`src/logic/timer_pkg.sv`:
```
/* timer_pkg
   widths, register map, mode encodings and the capture event record of the timer */
package timer_pkg;

    localparam int TIMER_W     = 16; // counter and capture width
    localparam int NUM_CH      = 2;
    localparam int CH_W        = 1;  // channel index bits
    localparam int FILT_W      = 8;  // glitch filter threshold
    localparam int QUEUE_DEPTH = 4;  // must stay a power of two
    localparam int QPTR_W      = $clog2(QUEUE_DEPTH);
    localparam int ADDR_W      = 4;

    // register map, write only
    localparam logic [ADDR_W-1:0] REG_CTRL    = 4'd0; // bit 0 enable and bit 1 ovf clear
    localparam logic [ADDR_W-1:0] REG_PSC     = 4'd1;
    localparam logic [ADDR_W-1:0] REG_ARR     = 4'd2;
    localparam logic [ADDR_W-1:0] REG_CH_CTRL = 4'd4; // plus 2 per channel
    localparam logic [ADDR_W-1:0] REG_CH_CMP  = 4'd5; // plus 2 per channel

    // output compare modes, codes 2 and 3 keep the pin low
    typedef enum logic [1:0] {
        OC_GEQ_HIGH = 2'b00, // high while cnt >= compare
        OC_LT_HIGH  = 2'b01, // high while cnt < compare
        OC_LOW_2    = 2'b10,
        OC_LOW_3    = 2'b11
    } oc_mode_e;

    typedef enum logic [1:0] {
        EDGE_RISE = 2'b00,
        EDGE_FALL = 2'b01,
        EDGE_BOTH = 2'b10,
        EDGE_NONE = 2'b11 // reserved, never captures
    } cap_edge_e;

    // one queued capture
    typedef struct packed {
        logic [CH_W-1:0]    chan;
        logic [TIMER_W-1:0] value;
    } cap_event_t;

endpackage

```
`src/logic/chan_cfg_if.sv`:
```
`timescale 1ns/100ps
/* chan_cfg_if
   settings of one capture/compare channel, register block to channel */
interface chan_cfg_if;

    logic                          cap_cmp_sel; // 1 selects compare
    logic                          cmp_oen;     // pin drive enable in compare
    timer_pkg::oc_mode_e           oc_mode;
    timer_pkg::cap_edge_e          cap_edge;
    logic [timer_pkg::FILT_W-1:0]  filter_th;
    logic [timer_pkg::TIMER_W-1:0] cmp_val;     // unshadowed compare value

    // register side
    modport regs (
        output cap_cmp_sel, cmp_oen, oc_mode, cap_edge, filter_th, cmp_val
    );

    // channel side, read only
    modport chan (
        input cap_cmp_sel, cmp_oen, oc_mode, cap_edge, filter_th, cmp_val
    );

endinterface

```
`src/logic/cap_event_queue.sv`:
```
`timescale 1ns/100ps
/* cap_event_queue
   four-entry capture queue, channel 0 first, valid/ready out and sticky overflow */
module cap_event_queue (
    input  logic                          clk,
    input  logic                          resetn,
    input  logic [timer_pkg::NUM_CH-1:0]  cap_evt,
    input  logic [timer_pkg::TIMER_W-1:0] cap_val [timer_pkg::NUM_CH],
    input  logic                          ovf_clr,
    output logic                          cap_valid,
    input  logic                          cap_ready,
    output logic [timer_pkg::CH_W-1:0]    cap_chan,
    output logic [timer_pkg::TIMER_W-1:0] cap_value,
    output logic                          ovf
);

    timer_pkg::cap_event_t          mem [timer_pkg::QUEUE_DEPTH];
    logic [timer_pkg::QPTR_W-1:0]   wr_ptr;
    logic [timer_pkg::QPTR_W-1:0]   rd_ptr;
    logic [timer_pkg::QPTR_W:0]     count;  // entries held
    logic [timer_pkg::QPTR_W:0]     n_push; // pushes this cycle
    logic [timer_pkg::NUM_CH-1:0]   push_ok;
    logic [timer_pkg::QPTR_W-1:0]   wr_idx [timer_pkg::NUM_CH];
    logic                           drop;
    logic                           pop;

    assign cap_valid = count != '0;
    assign pop       = cap_valid && cap_ready;
    assign cap_chan  = mem[rd_ptr].chan;
    assign cap_value = mem[rd_ptr].value;

    // lowest channel takes the first free slot, a pop frees nothing this cycle
    always_comb
    begin
        n_push = '0;
        drop   = 1'b0;
        for (int ch = 0; ch < timer_pkg::NUM_CH; ch++)
        begin
            wr_idx[ch]  = wr_ptr + n_push[timer_pkg::QPTR_W-1:0]; // wraps at depth
            push_ok[ch] = 1'b0;
            if (cap_evt[ch])
            begin
                if (count + n_push < timer_pkg::QUEUE_DEPTH)
                begin
                    push_ok[ch] = 1'b1;
                    n_push      = n_push + 1'b1;
                end
                else
                    drop = 1'b1; // full
            end
        end
    end

    always_ff @(posedge clk)
    begin
        for (int ch = 0; ch < timer_pkg::NUM_CH; ch++)
            if (push_ok[ch])
                mem[wr_idx[ch]] <= '{chan: ch[timer_pkg::CH_W-1:0], value: cap_val[ch]};
    end

    always_ff @(posedge clk or negedge resetn)
    begin
        if (!resetn)
        begin
            wr_ptr <= '0;
            rd_ptr <= '0;
            count  <= '0;
            ovf    <= 1'b0;
        end
        else
        begin
            wr_ptr <= wr_ptr + n_push[timer_pkg::QPTR_W-1:0];
            if (pop)
                rd_ptr <= rd_ptr + 1'b1;
            count <= count + n_push - {{timer_pkg::QPTR_W{1'b0}}, pop};
            if (drop)
                ovf <= 1'b1; // a new drop outranks a clear
            else if (ovf_clr)
                ovf <= 1'b0;
        end
    end

    assert property (@(posedge clk) disable iff (!resetn)
        count <= timer_pkg::QUEUE_DEPTH);

    // held head stays put until the transfer
    assert property (@(posedge clk) disable iff (!resetn)
        cap_valid && !cap_ready |=> cap_valid && $stable(cap_chan) && $stable(cap_value));

endmodule

```
`src/logic/timer_cfg_regs.sv`:
```
`timescale 1ns/100ps
/* timer_cfg_regs
   write-only register block, decodes cfg writes into timer and channel settings */
module timer_cfg_regs (
    input  logic                          clk,
    input  logic                          resetn,
    input  logic                          cfg_valid,
    input  logic [timer_pkg::ADDR_W-1:0]  cfg_addr,
    input  logic [timer_pkg::TIMER_W-1:0] cfg_data,
    output logic                          enable,
    output logic [timer_pkg::TIMER_W-1:0] psc,
    output logic [timer_pkg::TIMER_W-1:0] arr,
    output logic                          ovf_clr,
    chan_cfg_if.regs                      ch_cfg [timer_pkg::NUM_CH]
);

    logic wr_ctrl;
    logic wr_psc;
    logic wr_arr;

    assign wr_ctrl = cfg_valid && (cfg_addr == timer_pkg::REG_CTRL);
    assign wr_psc  = cfg_valid && (cfg_addr == timer_pkg::REG_PSC);
    assign wr_arr  = cfg_valid && (cfg_addr == timer_pkg::REG_ARR);

    // global timer settings
    always_ff @(posedge clk or negedge resetn)
    begin
        if (!resetn)
        begin
            enable  <= 1'b0;
            psc     <= '0;
            arr     <= '1; // free running full range until programmed
            ovf_clr <= 1'b0;
        end
        else
        begin
            ovf_clr <= wr_ctrl && cfg_data[1]; // pulse, not stored
            if (wr_ctrl)
                enable <= cfg_data[0];
            if (wr_psc)
                psc <= cfg_data;
            if (wr_arr)
                arr <= cfg_data;
        end
    end

    // per channel control word and compare value
    for (genvar g = 0; g < timer_pkg::NUM_CH; g++)
    begin : g_ch
        localparam int unsigned CTRL_A = timer_pkg::REG_CH_CTRL + 2 * g;
        localparam int unsigned CMP_A  = timer_pkg::REG_CH_CMP + 2 * g;

        logic wr_ch_ctrl;
        logic wr_ch_cmp;

        assign wr_ch_ctrl = cfg_valid && (cfg_addr == CTRL_A[timer_pkg::ADDR_W-1:0]);
        assign wr_ch_cmp  = cfg_valid && (cfg_addr == CMP_A[timer_pkg::ADDR_W-1:0]);

        always_ff @(posedge clk or negedge resetn)
        begin
            if (!resetn)
            begin
                ch_cfg[g].cap_cmp_sel <= 1'b0; // capture after reset
                ch_cfg[g].cmp_oen     <= 1'b0;
                ch_cfg[g].oc_mode     <= timer_pkg::OC_GEQ_HIGH;
                ch_cfg[g].cap_edge    <= timer_pkg::EDGE_RISE;
                ch_cfg[g].filter_th   <= '0;
                ch_cfg[g].cmp_val     <= '0;
            end
            else
            begin
                if (wr_ch_ctrl)
                begin
                    ch_cfg[g].cap_cmp_sel <= cfg_data[0];
                    ch_cfg[g].cmp_oen     <= cfg_data[1];
                    ch_cfg[g].oc_mode     <= timer_pkg::oc_mode_e'(cfg_data[3:2]);
                    ch_cfg[g].cap_edge    <= timer_pkg::cap_edge_e'(cfg_data[5:4]);
                    ch_cfg[g].filter_th   <= cfg_data[8 +: timer_pkg::FILT_W];
                end
                if (wr_ch_cmp)
                    ch_cfg[g].cmp_val <= cfg_data;
            end
        end
    end

endmodule

```
`src/logic/timer_counter.sv`:
```
`timescale 1ns/100ps
/* timer_counter
   prescaled up-counter with auto-reload, flags the wrap cycle */
module timer_counter (
    input  logic                          clk,
    input  logic                          resetn,
    input  logic                          enable,
    input  logic [timer_pkg::TIMER_W-1:0] psc,
    input  logic [timer_pkg::TIMER_W-1:0] arr,
    output logic [timer_pkg::TIMER_W-1:0] cnt,
    output logic                          running,
    output logic                          expired
);

    logic [timer_pkg::TIMER_W-1:0] psc_cnt; // prescaler position
    logic                          tick;    // one count step
    logic                          at_top;

    assign running = enable;

    // >= so a smaller psc or arr written on the fly still ends the interval
    assign tick    = enable && (psc_cnt >= psc);
    assign at_top  = cnt >= arr;
    assign expired = tick && at_top; // wrap happens at the end of this cycle

    always_ff @(posedge clk or negedge resetn)
    begin
        if (!resetn)
        begin
            psc_cnt <= '0;
            cnt     <= '0;
        end
        else if (!enable)
        begin
            psc_cnt <= '0; // stopped timer restarts from zero
            cnt     <= '0;
        end
        else if (tick)
        begin
            psc_cnt <= '0;
            cnt     <= at_top ? '0 : cnt + 1'b1;
        end
        else
        begin
            psc_cnt <= psc_cnt + 1'b1;
        end
    end

    // wrap only while running, and the count really is zero afterwards
    assert property (@(posedge clk) disable iff (!resetn)
        expired |-> running ##1 (cnt == '0));

endmodule

```
`src/logic/timer_ic_oc.sv`:
```
`timescale 1ns/100ps
/* timer_ic_oc
   one channel, filtered input capture or output compare with shadowed compare value */
module timer_ic_oc (
    input  logic                          clk,
    input  logic                          resetn,
    input  logic                          cap_in,
    output logic                          cmp_out,
    output logic                          cap_cmp_t, // pad direction, 0 drives
    input  logic [timer_pkg::TIMER_W-1:0] cnt,
    input  logic                          running,
    input  logic                          expired,
    chan_cfg_if.chan                      cfg,
    output logic                          cap_evt,
    output logic [timer_pkg::TIMER_W-1:0] cap_val
);

    typedef enum logic [1:0] {
        ST_IDLE,
        ST_DELAY,   // filter wait
        ST_CONFIRM, // level check
        ST_CAP      // event cycle
    } cap_state_e;

    cap_state_e                    state;
    logic [2:0]                    sync;     // two sync flops then the edge flop
    logic                          rise;
    logic                          fall;
    logic                          edge_hit;
    logic                          cap_start;
    logic                          dir_q;    // 1 when a rise started the filter
    logic [timer_pkg::FILT_W-1:0]  th_q;
    logic [timer_pkg::FILT_W-1:0]  filt_cnt;
    logic                          filt_done;
    logic [timer_pkg::TIMER_W-1:0] cmp_shadow;
    logic                          cmp_active;
    logic                          cmp_next;

    always_ff @(posedge clk or negedge resetn)
    begin
        if (!resetn)
            sync <= 3'b000;
        else
            sync <= {sync[1:0], cap_in};
    end

    assign rise = sync[1] & ~sync[2];
    assign fall = ~sync[1] & sync[2];

    always_comb
    begin
        case (cfg.cap_edge)
            timer_pkg::EDGE_RISE: edge_hit = rise;
            timer_pkg::EDGE_FALL: edge_hit = fall;
            timer_pkg::EDGE_BOTH: edge_hit = rise | fall;
            default:              edge_hit = 1'b0; // reserved code
        endcase
    end

    // edges are ignored while a filter run is in progress
    assign cap_start = edge_hit && running && !cfg.cap_cmp_sel && (state == ST_IDLE);
    assign filt_done = filt_cnt == th_q;

    // count, direction and threshold frozen at detection
    always_ff @(posedge clk)
    begin
        if (cap_start)
        begin
            cap_val <= cnt;
            dir_q   <= rise;
            th_q    <= cfg.filter_th;
        end
    end

    always_ff @(posedge clk or negedge resetn)
    begin
        if (!resetn)
            filt_cnt <= '0;
        else if (state == ST_DELAY)
            filt_cnt <= filt_cnt + 1'b1;
        else
            filt_cnt <= '0;
    end

    always_ff @(posedge clk or negedge resetn)
    begin
        if (!resetn)
            state <= ST_IDLE;
        else if (cfg.cap_cmp_sel || !running)
            state <= ST_IDLE; // abort on mode switch or stop
        else
        begin
            case (state)
                ST_IDLE:    if (cap_start) state <= ST_DELAY;
                ST_DELAY:   if (filt_done) state <= ST_CONFIRM;
                ST_CONFIRM: state <= (sync[1] == dir_q) ? ST_CAP : ST_IDLE; // glitch drops
                ST_CAP:     state <= ST_IDLE;
                default:    state <= ST_IDLE;
            endcase
        end
    end

    assign cap_evt = (state == ST_CAP) && !cfg.cap_cmp_sel;

    // shadow follows cmp_val only at a period boundary
    always_ff @(posedge clk)
    begin
        if (!running || expired)
            cmp_shadow <= cfg.cmp_val;
    end

    assign cmp_active = running && cfg.cmp_oen && cfg.cap_cmp_sel;

    always_comb
    begin
        case (cfg.oc_mode)
            timer_pkg::OC_GEQ_HIGH: cmp_next = cnt >= cmp_shadow;
            timer_pkg::OC_LT_HIGH:  cmp_next = cnt < cmp_shadow;
            default:                cmp_next = 1'b0;
        endcase
    end

    always_ff @(posedge clk or negedge resetn)
    begin
        if (!resetn)
        begin
            cmp_out   <= 1'b0;
            cap_cmp_t <= 1'b1; // pad is an input after reset
        end
        else
        begin
            cmp_out   <= cmp_active && cmp_next;
            cap_cmp_t <= !cmp_active;
        end
    end

    // no capture in compare mode, also in the cycle after a switch
    assert property (@(posedge clk) disable iff (!resetn)
        cfg.cap_cmp_sel |-> !cap_evt ##1 !cap_evt);

    // filter state always a known encoding
    assert property (@(posedge clk) disable iff (!resetn)
        !$isunknown(state));

endmodule

```
`src/logic/timer_top.sv`:
```
`timescale 1ns/100ps
/* timer_top
   16-bit timer with two capture/compare channels and a queued capture output */
module timer_top (
    input  logic                          clk,
    input  logic                          resetn,
    input  logic                          cfg_valid,
    input  logic [timer_pkg::ADDR_W-1:0]  cfg_addr,
    input  logic [timer_pkg::TIMER_W-1:0] cfg_data,
    output logic                          cap_valid,
    input  logic                          cap_ready,
    output logic [timer_pkg::CH_W-1:0]    cap_chan,
    output logic [timer_pkg::TIMER_W-1:0] cap_value,
    input  logic [timer_pkg::NUM_CH-1:0]  cap_in,
    output logic [timer_pkg::NUM_CH-1:0]  cmp_out,
    output logic [timer_pkg::NUM_CH-1:0]  cap_cmp_t,
    output logic                          ovf
);

    logic                          enable;
    logic [timer_pkg::TIMER_W-1:0] psc;
    logic [timer_pkg::TIMER_W-1:0] arr;
    logic                          ovf_clr;
    logic [timer_pkg::TIMER_W-1:0] cnt;
    logic                          running;
    logic                          expired;
    logic [timer_pkg::NUM_CH-1:0]  cap_evt;
    logic [timer_pkg::TIMER_W-1:0] cap_val [timer_pkg::NUM_CH];

    chan_cfg_if ch_cfg [timer_pkg::NUM_CH] (); // one per channel

    timer_cfg_regs i_regs (
        .clk, .resetn, .cfg_valid, .cfg_addr, .cfg_data,
        .enable, .psc, .arr, .ovf_clr,
        .ch_cfg (ch_cfg)
    );

    timer_counter i_counter (
        .clk, .resetn, .enable, .psc, .arr,
        .cnt, .running, .expired
    );

    for (genvar g = 0; g < timer_pkg::NUM_CH; g++)
    begin : g_chan
        timer_ic_oc i_ch (
            .clk, .resetn,
            .cap_in    (cap_in[g]),
            .cmp_out   (cmp_out[g]),
            .cap_cmp_t (cap_cmp_t[g]),
            .cnt, .running, .expired,
            .cfg       (ch_cfg[g]),
            .cap_evt   (cap_evt[g]),
            .cap_val   (cap_val[g])
        );
    end

    cap_event_queue i_queue (
        .clk, .resetn, .cap_evt, .cap_val, .ovf_clr,
        .cap_valid, .cap_ready, .cap_chan, .cap_value, .ovf
    );

endmodule
```
`config.mk`:
```
export PLATFORM = sky130hd
export DESIGN_NAME = timer_top
export DESIGN_NICKNAME = d
export VERILOG_FILES = /design/src/logic/timer_pkg.sv /design/src/logic/chan_cfg_if.sv /design/src/logic/cap_event_queue.sv /design/src/logic/timer_cfg_regs.sv /design/src/logic/timer_counter.sv /design/src/logic/timer_ic_oc.sv /design/src/logic/timer_top.sv
export SDC_FILE = /design/constraint.sdc
export NUM_CORES = 1
export LEC_CHECK = 0
export BUFFER_PORTS_ARGS = -buffer_cell sky130_fd_sc_hd__buf_2
export CORE_MARGIN = 1.5
export CORE_UTILIZATION = 40
export CTS_CLUSTER_DIAMETER = 80
export DETAILED_ROUTE_END_ITERATION = 10
export GPL_TIMING_DRIVEN = 1
export RECOVER_POWER = 50
export SETUP_SLACK_MARGIN = 0.4
export SLEW_MARGIN = 25
export SYNTH_ARGS = -nofsm -noshare
export SYNTH_HDL_FRONTEND = slang
export SYNTH_HIERARCHICAL = 1
export SYNTH_SLANG_ARGS = --single-unit
```
`constraint.sdc`:
```
create_clock -name clk -period 3.6 [get_ports clk]
set_clock_uncertainty 0.05 [all_clocks]
set_input_delay 0.72 -clock clk [delete_from_list [all_inputs] [get_ports clk]]
set_output_delay 0.72 -clock clk [all_outputs]
set_load 0.01 [all_outputs]
```
# == Word level (Yosys, flattened, before mapping) ==
# Memory sizes are Yosys's and may differ from the RTL's.
# Index checks and enable logic that the tools add are counted.
# op_classes
add_sub_neg,11
shift,0
bitwise,10
muxes,39
n_div,0
eq_ne,27
order_cmp,8
reduce_logical,44
n_mul,0
# op_table
operator,count
2-to-1 mux 16 bit,5
>= comparator 16 bit,4
adder 16 x 1 -> 16 bit (second input constant),2
less-than comparator 16 bit,2
less-than comparator 32 x 3 -> 1 bit (second input constant),1
logical AND 1 bit,25
adder 8 x 1 -> 8 bit (second input constant),2
== test 4 x 3 -> 1 bit (second input constant),4
== test 8 bit,2
2-to-1 mux 1 bit,16
2-to-1 mux 2 bit,8
2-to-1 mux 8 bit,2
one-hot mux 2 bit (4 select lines),2
== test 2 x 1 -> 1 bit (second input constant),6
== test 2 bit (second input constant),6
logical NOT 2 bit,6
inequality test 3 x 2 -> 1 bit (second input constant),4
2-to-1 mux 3 bit,2
one-hot mux 1 bit (3 select lines),2
logical NOT 1 bit,5
adder 3 x 1 -> 4 bit,1
bitwise AND 1 bit,4
== test 4 x 1 -> 1 bit (second input constant),1
== test 4 x 2 -> 1 bit (second input constant),1
other kinds (17),26
# word_totals
latch_bits,0
ff_bits,246
ramBits,68
elab_cells,180
mem_count,1
inputBits,26
output_inout_bits,23
romBits,0
# memory_table
memory,words,word_bits,read_ports,rd_ports_with_merged_regs,write_ports,line_no,text
i_queue.mem,4,17,1,0,2,cap_event_queue.sv:17,timer_pkg::cap_event_t mem [timer_pkg::QUEUE_DEPTH];

# == Depth between registers and ports, before layout ==
# Gate-level depths: netlist of the first run.
# logic_depth
ltp_word,10
mapped_depth,14
ltp_nobuf,14

# == Hierarchy ==
# Netlist of the first run, hierarchy kept.
# modules_own_cells
mod,seq_area_each_um2,area_each_um2,n_inst,cells_each
timer_ic_oc,1607.8,2412.3,2,171
cap_event_queue,2202.1,4201.5,1,314
timer_cfg_regs,2372.3,3746.1,1,206
timer_counter,800.8,2469.9,1,298

# == Worst setup path before layout of the first run ==
# No wires, ideal clock.
# synth_path
path_kind,reg-to-reg
from,register i_regs/arr[13] in the netlist's numbering
to,register g_chan[0].i_ch/cmp_shadow[0] in the netlist's numbering (enable)
n_path_buf,2
required_time_ps,3175
path_stages_with_launch,11
path_slack_ps,771
setup_time_ps,375
t_arrival_ps,2405
period_less_slack_ps,2829
cell_sequence,dfstp_2 -> inv_1 -> ha_1 -> nand4_1 -> nor4_1 -> o31ai_1 -> and3_1 -> buf_2 -> buf_2 -> nor3_1 -> nand2b_1
# synth_via
elab_chain_len,3
# synth_lines
item,line_no,text
"start, declared",timer_cfg_regs.sv:12,"output logic [timer_pkg::TIMER_W-1:0] arr,"
"start signal, assigned",timer_cfg_regs.sv:43,arr <= cfg_data;
>= comparator 16 bit,timer_counter.sv:23,assign at_top = cnt >= arr;
logical AND 1 bit,timer_counter.sv:24,assign expired = tick && at_top;
named net expired,timer_top.sv:26,logic expired;
logical OR 1 bit,timer_ic_oc.sv:108,if (!running || expired)
"end signal, assigned",timer_ic_oc.sv:109,cmp_shadow <= cfg.cmp_val;
"end, declared",timer_ic_oc.sv:35,logic [timer_pkg::TIMER_W-1:0] cmp_shadow;
# The timed path passes the listed nets, and every way through them passes these cells.
# A chain may end at the register's enable or synchronous reset.

# == Worst setup path in the final report of the first run ==
# layout_path
from,register i_regs.enable
to,register g_chan[0].i_ch/cmp_shadow[3] in the netlist's numbering (enable)
# layout_via
elab_chain_len,3
elab_cells_between_ends,4
classes_between,reduce/logical (4)
# layout_lines
item,line_no,text
"start, declared",timer_cfg_regs.sv:10,"output logic enable,"
"start signal, assigned",timer_cfg_regs.sv:39,enable <= cfg_data[0];
logical AND 1 bit,timer_counter.sv:22,assign tick = enable && (psc_cnt >= psc);
logical AND 1 bit,timer_counter.sv:24,
named net expired,timer_top.sv:26,
logical OR 1 bit,timer_ic_oc.sv:108,
# The timed path passes the listed nets, and every way through them passes these cells.

==> run metrics, run 1 <==
failing checks capacitance limit, slew limit; CP max FO 25; num rows 71; crit start category flop; Seq pwr share 0.485; P_leak 7.167 nW; WL final 31910 um; aggregate global routing overflow 0; WP data arrival 3.26 ns; min Tclk post-route just over 3 ns; number of buffers created by CTS 35; RR Endpoint g_chan[0].i_ch/cmp_shadow[3]$_DFFE_PP_; nets 1337; IO Pins 49; largest net degree at the start of global routing 70; ys async rst share 0.5223; worst hold endpoint g_chan[1].i_ch/sync[0]$_DFF_PN0_; Cell variety after synth 70; reg-to-reg slack, setup slightly below 0.5 ns; Final setup viols 0; YS warnings 6; routability cong. 0.8081; DRC 0; Clock Sinks 314; DR vias/cell 4.997; Starting Density 0.4056; Post-synth top flop edfxtp_1; syn_area_per_cell 13.14 um2; Finished Core Util 0.4512; RSZ-0062 raised after global routing false; routing usage on met2 0.2795; Die Span Y 198.2 um; met3 Usage GRT 0.02606; Hold Crit Depth 1; die width 198.2 um; part of the Yosys area used for sequential elements 0.5636; post-synthesis instance total ~1200; post-cts resize count 0; layout cells sized above 1 0.2025; Placement Setup Slack 0.6660 ns; Worst-path clk slew 0.06 ns; busiest grt layer met2; Port Buffers 48; Least-Margin Pin Slew 1.818 ns; Max-slew headroom -0.2121; TNS Setup 0 ns; Area growth, synth to finish 11.25%; fmax 322.3 MHz; Initial DRC Count 462; cell area after layout between 15000 and 20000 um2; Power Density roughly 560 nW/um2; Ant. Diodes 0; CP required 3.75 ns; Hold/Removal Path Class in2reg; Post-Syn Nets 1265; sw frac 0.2641; Comb power frac 0.156; R2R Path Start i_regs/enable$_DFFE_PN0P_; GRT Total Usage 0.1692; Fin. Hold Viols 0; max-cap violations 1; initial antenna violation count 0; core area about 38000 um2; Final Max Slew Viols 69; Reg2Reg Depth 5; EDFF count, synth 146; Post-DRT Antenna Nets 0; DPL Wire Length 22240 um; # Post-CTS Setup Buffers 0; Cell Area, Placed 16010 um2; clk buf depth 3; Avg WL per Cell about 18 um; met1 GRT Util 0.2321; vias in the first global route between 9000 and 10000; CTS root buffer clkbuf_16; Crit. End Element flop; status complete, but fails checks; First-pass DRT Iterations 5; PnR worst setup slack 0.4973 ns; Hold-fix buffers, CTS 0; Yosys reg bits roughly 310; worst-skew pair later-pin latency approximately 0.51 ns; # H-tree levels 2; die area between 30000 and 40000 um2; vias 8845; Post-Syn Area 15240 um2; Hold Crit Start cap_in[1]; CTS tree built; first-pass GRT wire length around 50000 um; Tcrit/Tclk final 0.8619; worst vdd ir just over 0.4 mV; Clock Power Share 0.358; Psw 2.506 mW; Crit Path Category reg2reg; internal power 6.981 mW
==> layout by cell type (no fill, tap or decap), types with 13 or more instances in the layout <==
cell,count
mux4_2,17
mux2_2,63
edfxtp_1,146
mux2_1,20
nand2b_1,13
xor2_1,33
a21oi_1,31
buf_2,46
dfstp_2,18
o21ai_0,20
nand2_1,112
ha_1,78
nand3_1,28
xnor2_1,17
inv_1,111
and3_1,15
clkbuf_1,13
nor2_1,44
dfrtp_1,146
clkbuf_16,35
buf_4,22
mux2i_1,66
==> worst max-delay path: stages, from the launching register on <==
cell	delay, ns
dfrtp_1	0.45
clkbuf_1	0.93
inv_1	0.51
nor3_1	0.42
nand2b_1	0.15
buf_4	0.27
==> cell usage after synthesis (4+ instances only) <==
cell type | instances | share of area
dfstp_2 | 18 | 0.031
mux2i_1 | 66 | 0.043
a211oi_1 | 4 | 0.0020
xor2_1 | 33 | 0.019
nor3_1 | 7 | 0.0023
a21oi_1 | 31 | 0.010
mux2_2 | 63 | 0.047
nand2b_1 | 13 | 0.0053
buf_4 | 7 | 0.0034
a21o_1 | 4 | 0.0020
dfrtp_1 | 146 | 0.24
buf_2 | 11 | 0.0036
or4_1 | 5 | 0.0025
mux2_4 | 32 | 0.032
nor4_1 | 4 | 0.0016
buf_12 | 4 | 0.0053
xnor2_1 | 17 | 0.0098
nand4_1 | 10 | 0.0041
clkbuf_1 | 6 | 0.0015
ha_1 | 78 | 0.064
nor2b_1 | 9 | 0.0037
mux4_2 | 17 | 0.025
o22ai_1 | 7 | 0.0029
and4_1 | 6 | 0.0034
inv_1 | 111 | 0.027
nand3_1 | 28 | 0.0092
buf_6 | 12 | 0.0089
or3_1 | 7 | 0.0029
dfxtp_1 | 4 | 0.0053
nand2_1 | 112 | 0.028
a31oi_1 | 6 | 0.0025
and3_1 | 15 | 0.0062
edfxtp_1 | 146 | 0.29
o21ai_0 | 20 | 0.0066
nor2_1 | 44 | 0.011
==> metal layers <==
| layer | vias to the layer above | wire [um] |
|---|---|---|
| met5 | - | 0 |
| met4 | 0 | 620 |
| met3 | 37 | 1090 |
| met2 | 148 | 15250 |
| met1 | 4385 | 14950 |
| li1 | 4275 | - |
==> power groups by stage <==
stage	clock network [mW]	logic, mW	registers (mW)
floorplan	0	1.19	4.53
global placement	0	1.55	4.67
detailed placement	0	1.57	4.68
CTS	3.50	1.57	4.62
global route	3.66	1.68	4.67
finish	3.40	1.48	4.60
==> cell families after synthesis <==
logic type	count (synthesis)	share of synthesized area
muxes	178	0.1465
adders and majority gates	79	0.06534
AOI/OAI and AO/OA	95	0.04014
and+or+nand+nor	290	0.1031
DFF	314	0.5636
xor gates and xnor gates	52	0.03087
buffers and inverters	152	0.05040
==> area by class of cell <==
type                            instances  area [um2]
Fill cell                            3449       20620
Inverter                              112       422.9
Multi-Input combinational cell        694        5776
Tap cell                              511       639.4
Sequential cell                       314        8591
Clock inverter                         19       163.9
Clock buffer                           45       923.4
Timing Repair Buffer                   75       440.4
==> metrics by stage <==
step | std cells | hold slack [ns] | power, mW
2_1_floorplan | 1160 | 0.2812 | 5.723
3_3_place_gp | 1706 | 0.2842 | 6.211
3_5_place_dp | 1706 | 0.2856 | 6.250
4_1_cts | 1770 | 0.1919 | 9.691
5_1_grt | 1770 | 0.2386 | 10.01
6_report | 1770 | 0.2606 | 9.487
==> flip-flops by register name (all words and copies together) (netlist names), 3 cells and up <==
| name | count |
|---|---|
| i_counter/cnt | 16 |
| g_chan.i_ch/state | 4 |
| i_queue/count | 3 |
| i_regs/psc | 16 |
| i_regs/ch_cfg.cmp_val | 32 |
| g_chan.i_ch/cmp_shadow | 32 |
| g_chan.i_ch/filt_cnt | 16 |
| i_regs/ch_cfg.cap_edge | 4 |
| g_chan.i_ch/sync | 6 |
| g_chan.i_ch/th_q | 16 |
| i_regs/arr | 16 |
| i_counter/psc_cnt | 16 |
| g_chan.i_ch/cap_val | 32 |
| i_regs/ch_cfg.oc_mode | 4 |
| i_queue/mem | 68 |
| i_regs/ch_cfg.filter_th | 16 |
==> worst max path at each step <==
stage | startpoint | end | slack, ns | cells past startpoint
6_report | i_regs/enable$_DFFE_PN0P_ | g_chan[0].i_ch/cmp_shadow[3]$_DFFE_PP_ | 0.50 | 5
3_3_place_gp | g_chan[0].i_ch/state[1]$_DFFE_PN0P_ | i_queue/count[2]$_DFF_PN0_ | 0.73 | 15
3_5_place_dp | g_chan[0].i_ch/state[1]$_DFFE_PN0P_ | i_queue/count[2]$_DFF_PN0_ | 0.67 | 15
2_1_floorplan | i_regs/arr[13]$_DFFE_PN1P_ | g_chan[0].i_ch/cmp_shadow[0]$_DFFE_PP_ | 0.77 | 10
4_1_cts | g_chan[0].i_ch/state[1]$_DFFE_PN0P_ | i_queue/count[2]$_DFF_PN0_ | 0.65 | 15
5_1_grt | i_regs/enable$_DFFE_PN0P_ | g_chan[0].i_ch/cmp_shadow[1]$_DFFE_PP_ | 0.26 | 5
Note: power is estimated with default switching activity, not from simulation.
==> run 2, diff against run 1 <==
Settings changed: ABC_AREA from default to 1.
==> run 2 against run 1 <==
  * The run still ends with capacitance limit, slew limit left
  * Core utilization is 0.21 points higher
  * Worst hold slack worse by 0.019 ns
  * Area after synthesis is 6.6% higher
  * Critical path type is now in2reg
==> run metrics, run 2 <==
status complete, but fails checks; failing checks capacitance limit, slew limit; Area growth, synth to finish 11.37%; First-pass DRT Iterations 5; most frequent CP cell nand2_1; Post-Syn Nets 1907; max reg flops 68; crit start category primary input; P_leak 8.491 nW; routability cong. 0.8413; Yosys top cell by area edfxtp_1; post-synth top area share 0.2698; DR vias/cell 4.972; Initial DRC Count 950; Hold Crit Start cap_in[0]; WP data arrival 3.43 ns; vias in the first global route 11580; number of buffers created by CTS 36; worst-skew pair later-pin latency 0.54 ns; Setup crit end i_regs/ch_cfg[1].cmp_val[2]$_DFFE_PN0P_; DPL Wire Length 26490 um; RR Endpoint i_queue/count[2]$_DFF_PN0_; Cell variety after synth 48; vias 11990; Post-synth top flop edfxtp_1; WL final between 30000 and 40000 um; total power after layout 9.823 mW; Cell Area, Placed 17030 um2; CTS root buffer clkbuf_16; Tcrit/Tclk final 0.8356; Hold/Removal Path Class in2reg; die width approximately 200 um; Die Span Y 204.5 um; most common cell after layout, fill and taps aside nand2_1; Avg WL per Cell 15.78 um; Fillers 3862; Least-Margin Pin Slew just under 2 ns; Finished Core Util 0.4534; Largest stage delay, worst path 1.30 ns; CP max FO 34; Synth area leaders edfxtp_1, dfrtp_1, nand2_1, ha_1, inv_1; cell area after layout 18100 um2; Port Buffers between 40 and 50; TNS Setup 0 ns; Crit. End Element flop; Final setup viols 0; first-pass GRT wire length 61930 um; Crit Path Category in2reg; YS warnings 6; fmax between 300 and 400 MHz; CTS tree built; EDFF count, synth 146; min Tclk post-route 3.008 ns; worst-path cell chain clkbuf_1 -> nand3_1 -> nor2_1 -> nand2_1 -> nand2_1; Post-Syn Area 16250 um2; clk buf depth 3; post-synthesis instance total 1802; Largest delay share family, worst path simple AND/OR/NAND/NOR gates; part of the Yosys area used for sequential elements 0.5287; initial antenna violation count 0; dominant cell by count in the synthesized netlist nand2_1; Starting Density 0.4071; Final Max Slew Viols 105; # H-tree levels 2; max-cap violations 2; most frequent cells in the layout nand2_1, inv_1, nor2_1, edfxtp_1, dfrtp_1; R2R Path Start i_regs/ch_cfg[0].cap_cmp_sel$_DFFE_PN0P_; Max-slew headroom -0.3251; num rows 73; critical path startpoint cfg_addr[2]; syn_area_per_cell 9.017 um2; Fin. Hold Viols 0; nets 1963; Hold-fix buffers, CTS 0; layout cells sized above 1 0.1193; worst vdd ir ~0.40 mV; Buf/Inv on CP 1; Worst-path clk slew 0.06 ns; CP required 4.02 ns; ys async rst share 0.5223; CP Depth 5; Post-DRT Antenna Nets 0; Max stage delay cell, worst path nor2_1; Clock Sinks roughly 310; Power Density between 500 and 600 nW/um2; core area 39910 um2; IO Pins 49; Reg2Reg Depth 15; die area 41840 um2; RSZ-0062 raised after global routing false; DRC 0; Yosys reg bits 314; synth cell count leaders nand2_1, inv_1, nor2_1; aggregate global routing overflow 0; GRT Total Usage 0.1882; largest net degree at the start of global routing 71; reg-to-reg slack, setup 0.61 ns
==> run 2: cell types whose count changed in the layout (fill, tap and decap cells not counted), moves of 20 or more <==
| cell | previous run | this run |
|---|---|---|
| nand4_1 | 10 | 58 |
| o21bai_1 | 0 | 31 |
| mux2_1 | 20 | 0 |
| nor2_1 | 44 | 188 |
| nand3_1 | 28 | 77 |
| inv_1 | 111 | 189 |
| mux2i_1 | 66 | 0 |
| o21ai_0 | 20 | 77 |
| nand2_1 | 112 | 515 |
| mux2_2 | 63 | 0 |
==> run 2: how the worst min path moves through the flow <==
stage	end	slack, ns	depth (start not counted)
3_5_place_dp	g_chan[1].i_ch/sync[1]$_DFF_PN0_	0.29	0
5_1_grt	g_chan[0].i_ch/sync[0]$_DFF_PN0_	0.22	1
3_3_place_gp	g_chan[1].i_ch/sync[1]$_DFF_PN0_	0.29	0
2_1_floorplan	g_chan[0].i_ch/sync[1]$_DFF_PN0_	0.28	0
4_1_cts	i_regs/ch_cfg[1].cap_cmp_sel$_DFFE_PN0P_	0.18	1
6_report	g_chan[0].i_ch/sync[0]$_DFF_PN0_	0.24	1
==> run 2: repair_timing <==
action	CTS	global route
pin swaps	0	0
gates resized for setup	1	1
endpoints found under the setup margin	2	2
setup buffers	0	1
endpoints found under the hold margin	0	0
==> run 2: where the power goes <==
group | total, mW | internal [mW] | switching [mW]
sequential | 4.47 | 4.23 | 0.238
combinational | 1.75 | 0.624 | 1.13
clock | 3.60 | 2.11 | 1.49
total | 9.82 | 6.97 | 2.86
==> run 2: cells by family (layout without fill, tap and decap cells) <==
| group | Yosys count | after routing | synth area share |
|---|---|---|---|
| xor gates and xnor gates | 34 | 34 | 0.01833 |
| other | 0 | 1 | 0 |
| buffers and inverters | 266 | 350 | 0.07015 |
| adders and majority gates | 79 | 79 | 0.06130 |
| and+or+nand+nor | 929 | 929 | 0.2580 |
| AOI/OAI and AO/OA | 180 | 180 | 0.06353 |
| DFF | 314 | 314 | 0.5287 |
==> run 2: layout make-up <==
class	instances	area (um2)	area share
Tap cell	525	656.9	0.03630
Antenna cell	1	2.502	0.0001383
Clock inverter	16	170.2	0.009403
Inverter	205	777.0	0.04294
Multi-Input combinational cell	1222	6457	0.3568
Clock buffer	50	994.7	0.05497
Timing Repair Buffer	79	446.7	0.02468
Sequential cell	314	8591	0.4747
==> run 2: metal layers <==
metal  wire (um)  global-route usage  vias to the layer above  part of all wire
met5           0                   0                        -                 0
met4         527             0.03571                        0             0.014
met3        2077             0.02784                       48             0.055
met2       17620              0.3082                      324              0.46
met1       17830              0.2660                     5649              0.47
li1            -                   -                     5972                 -
==> run 2: metrics by stage <==
step	instances	setup slack (ns)	hold slack [ns]
4_1_cts	2410	0.5305	0.1833
6_report	2412	0.5918	0.2413
3_3_place_gp	2344	0.6627	0.2877
2_1_floorplan	1802	0.7606	0.2812
5_1_grt	2411	0.2846	0.2230
3_5_place_dp	2344	0.6046	0.2887
==> run 2: worst register-to-register path: stages, from the launching register on <==
cell	delay, ns
dfrtp_1	0.41
nor3_1	0.20
buf_4	0.17
nand3_1	0.14
nand2_2	0.16
inv_1	0.06
ha_1	0.27
nand2_1	0.04
o21ai_0	0.14
inv_1	0.07
ha_1	0.27
inv_1	0.04
ha_1	0.18
fa_1	0.38
xnor2_1	0.17
xor2_1	0.15
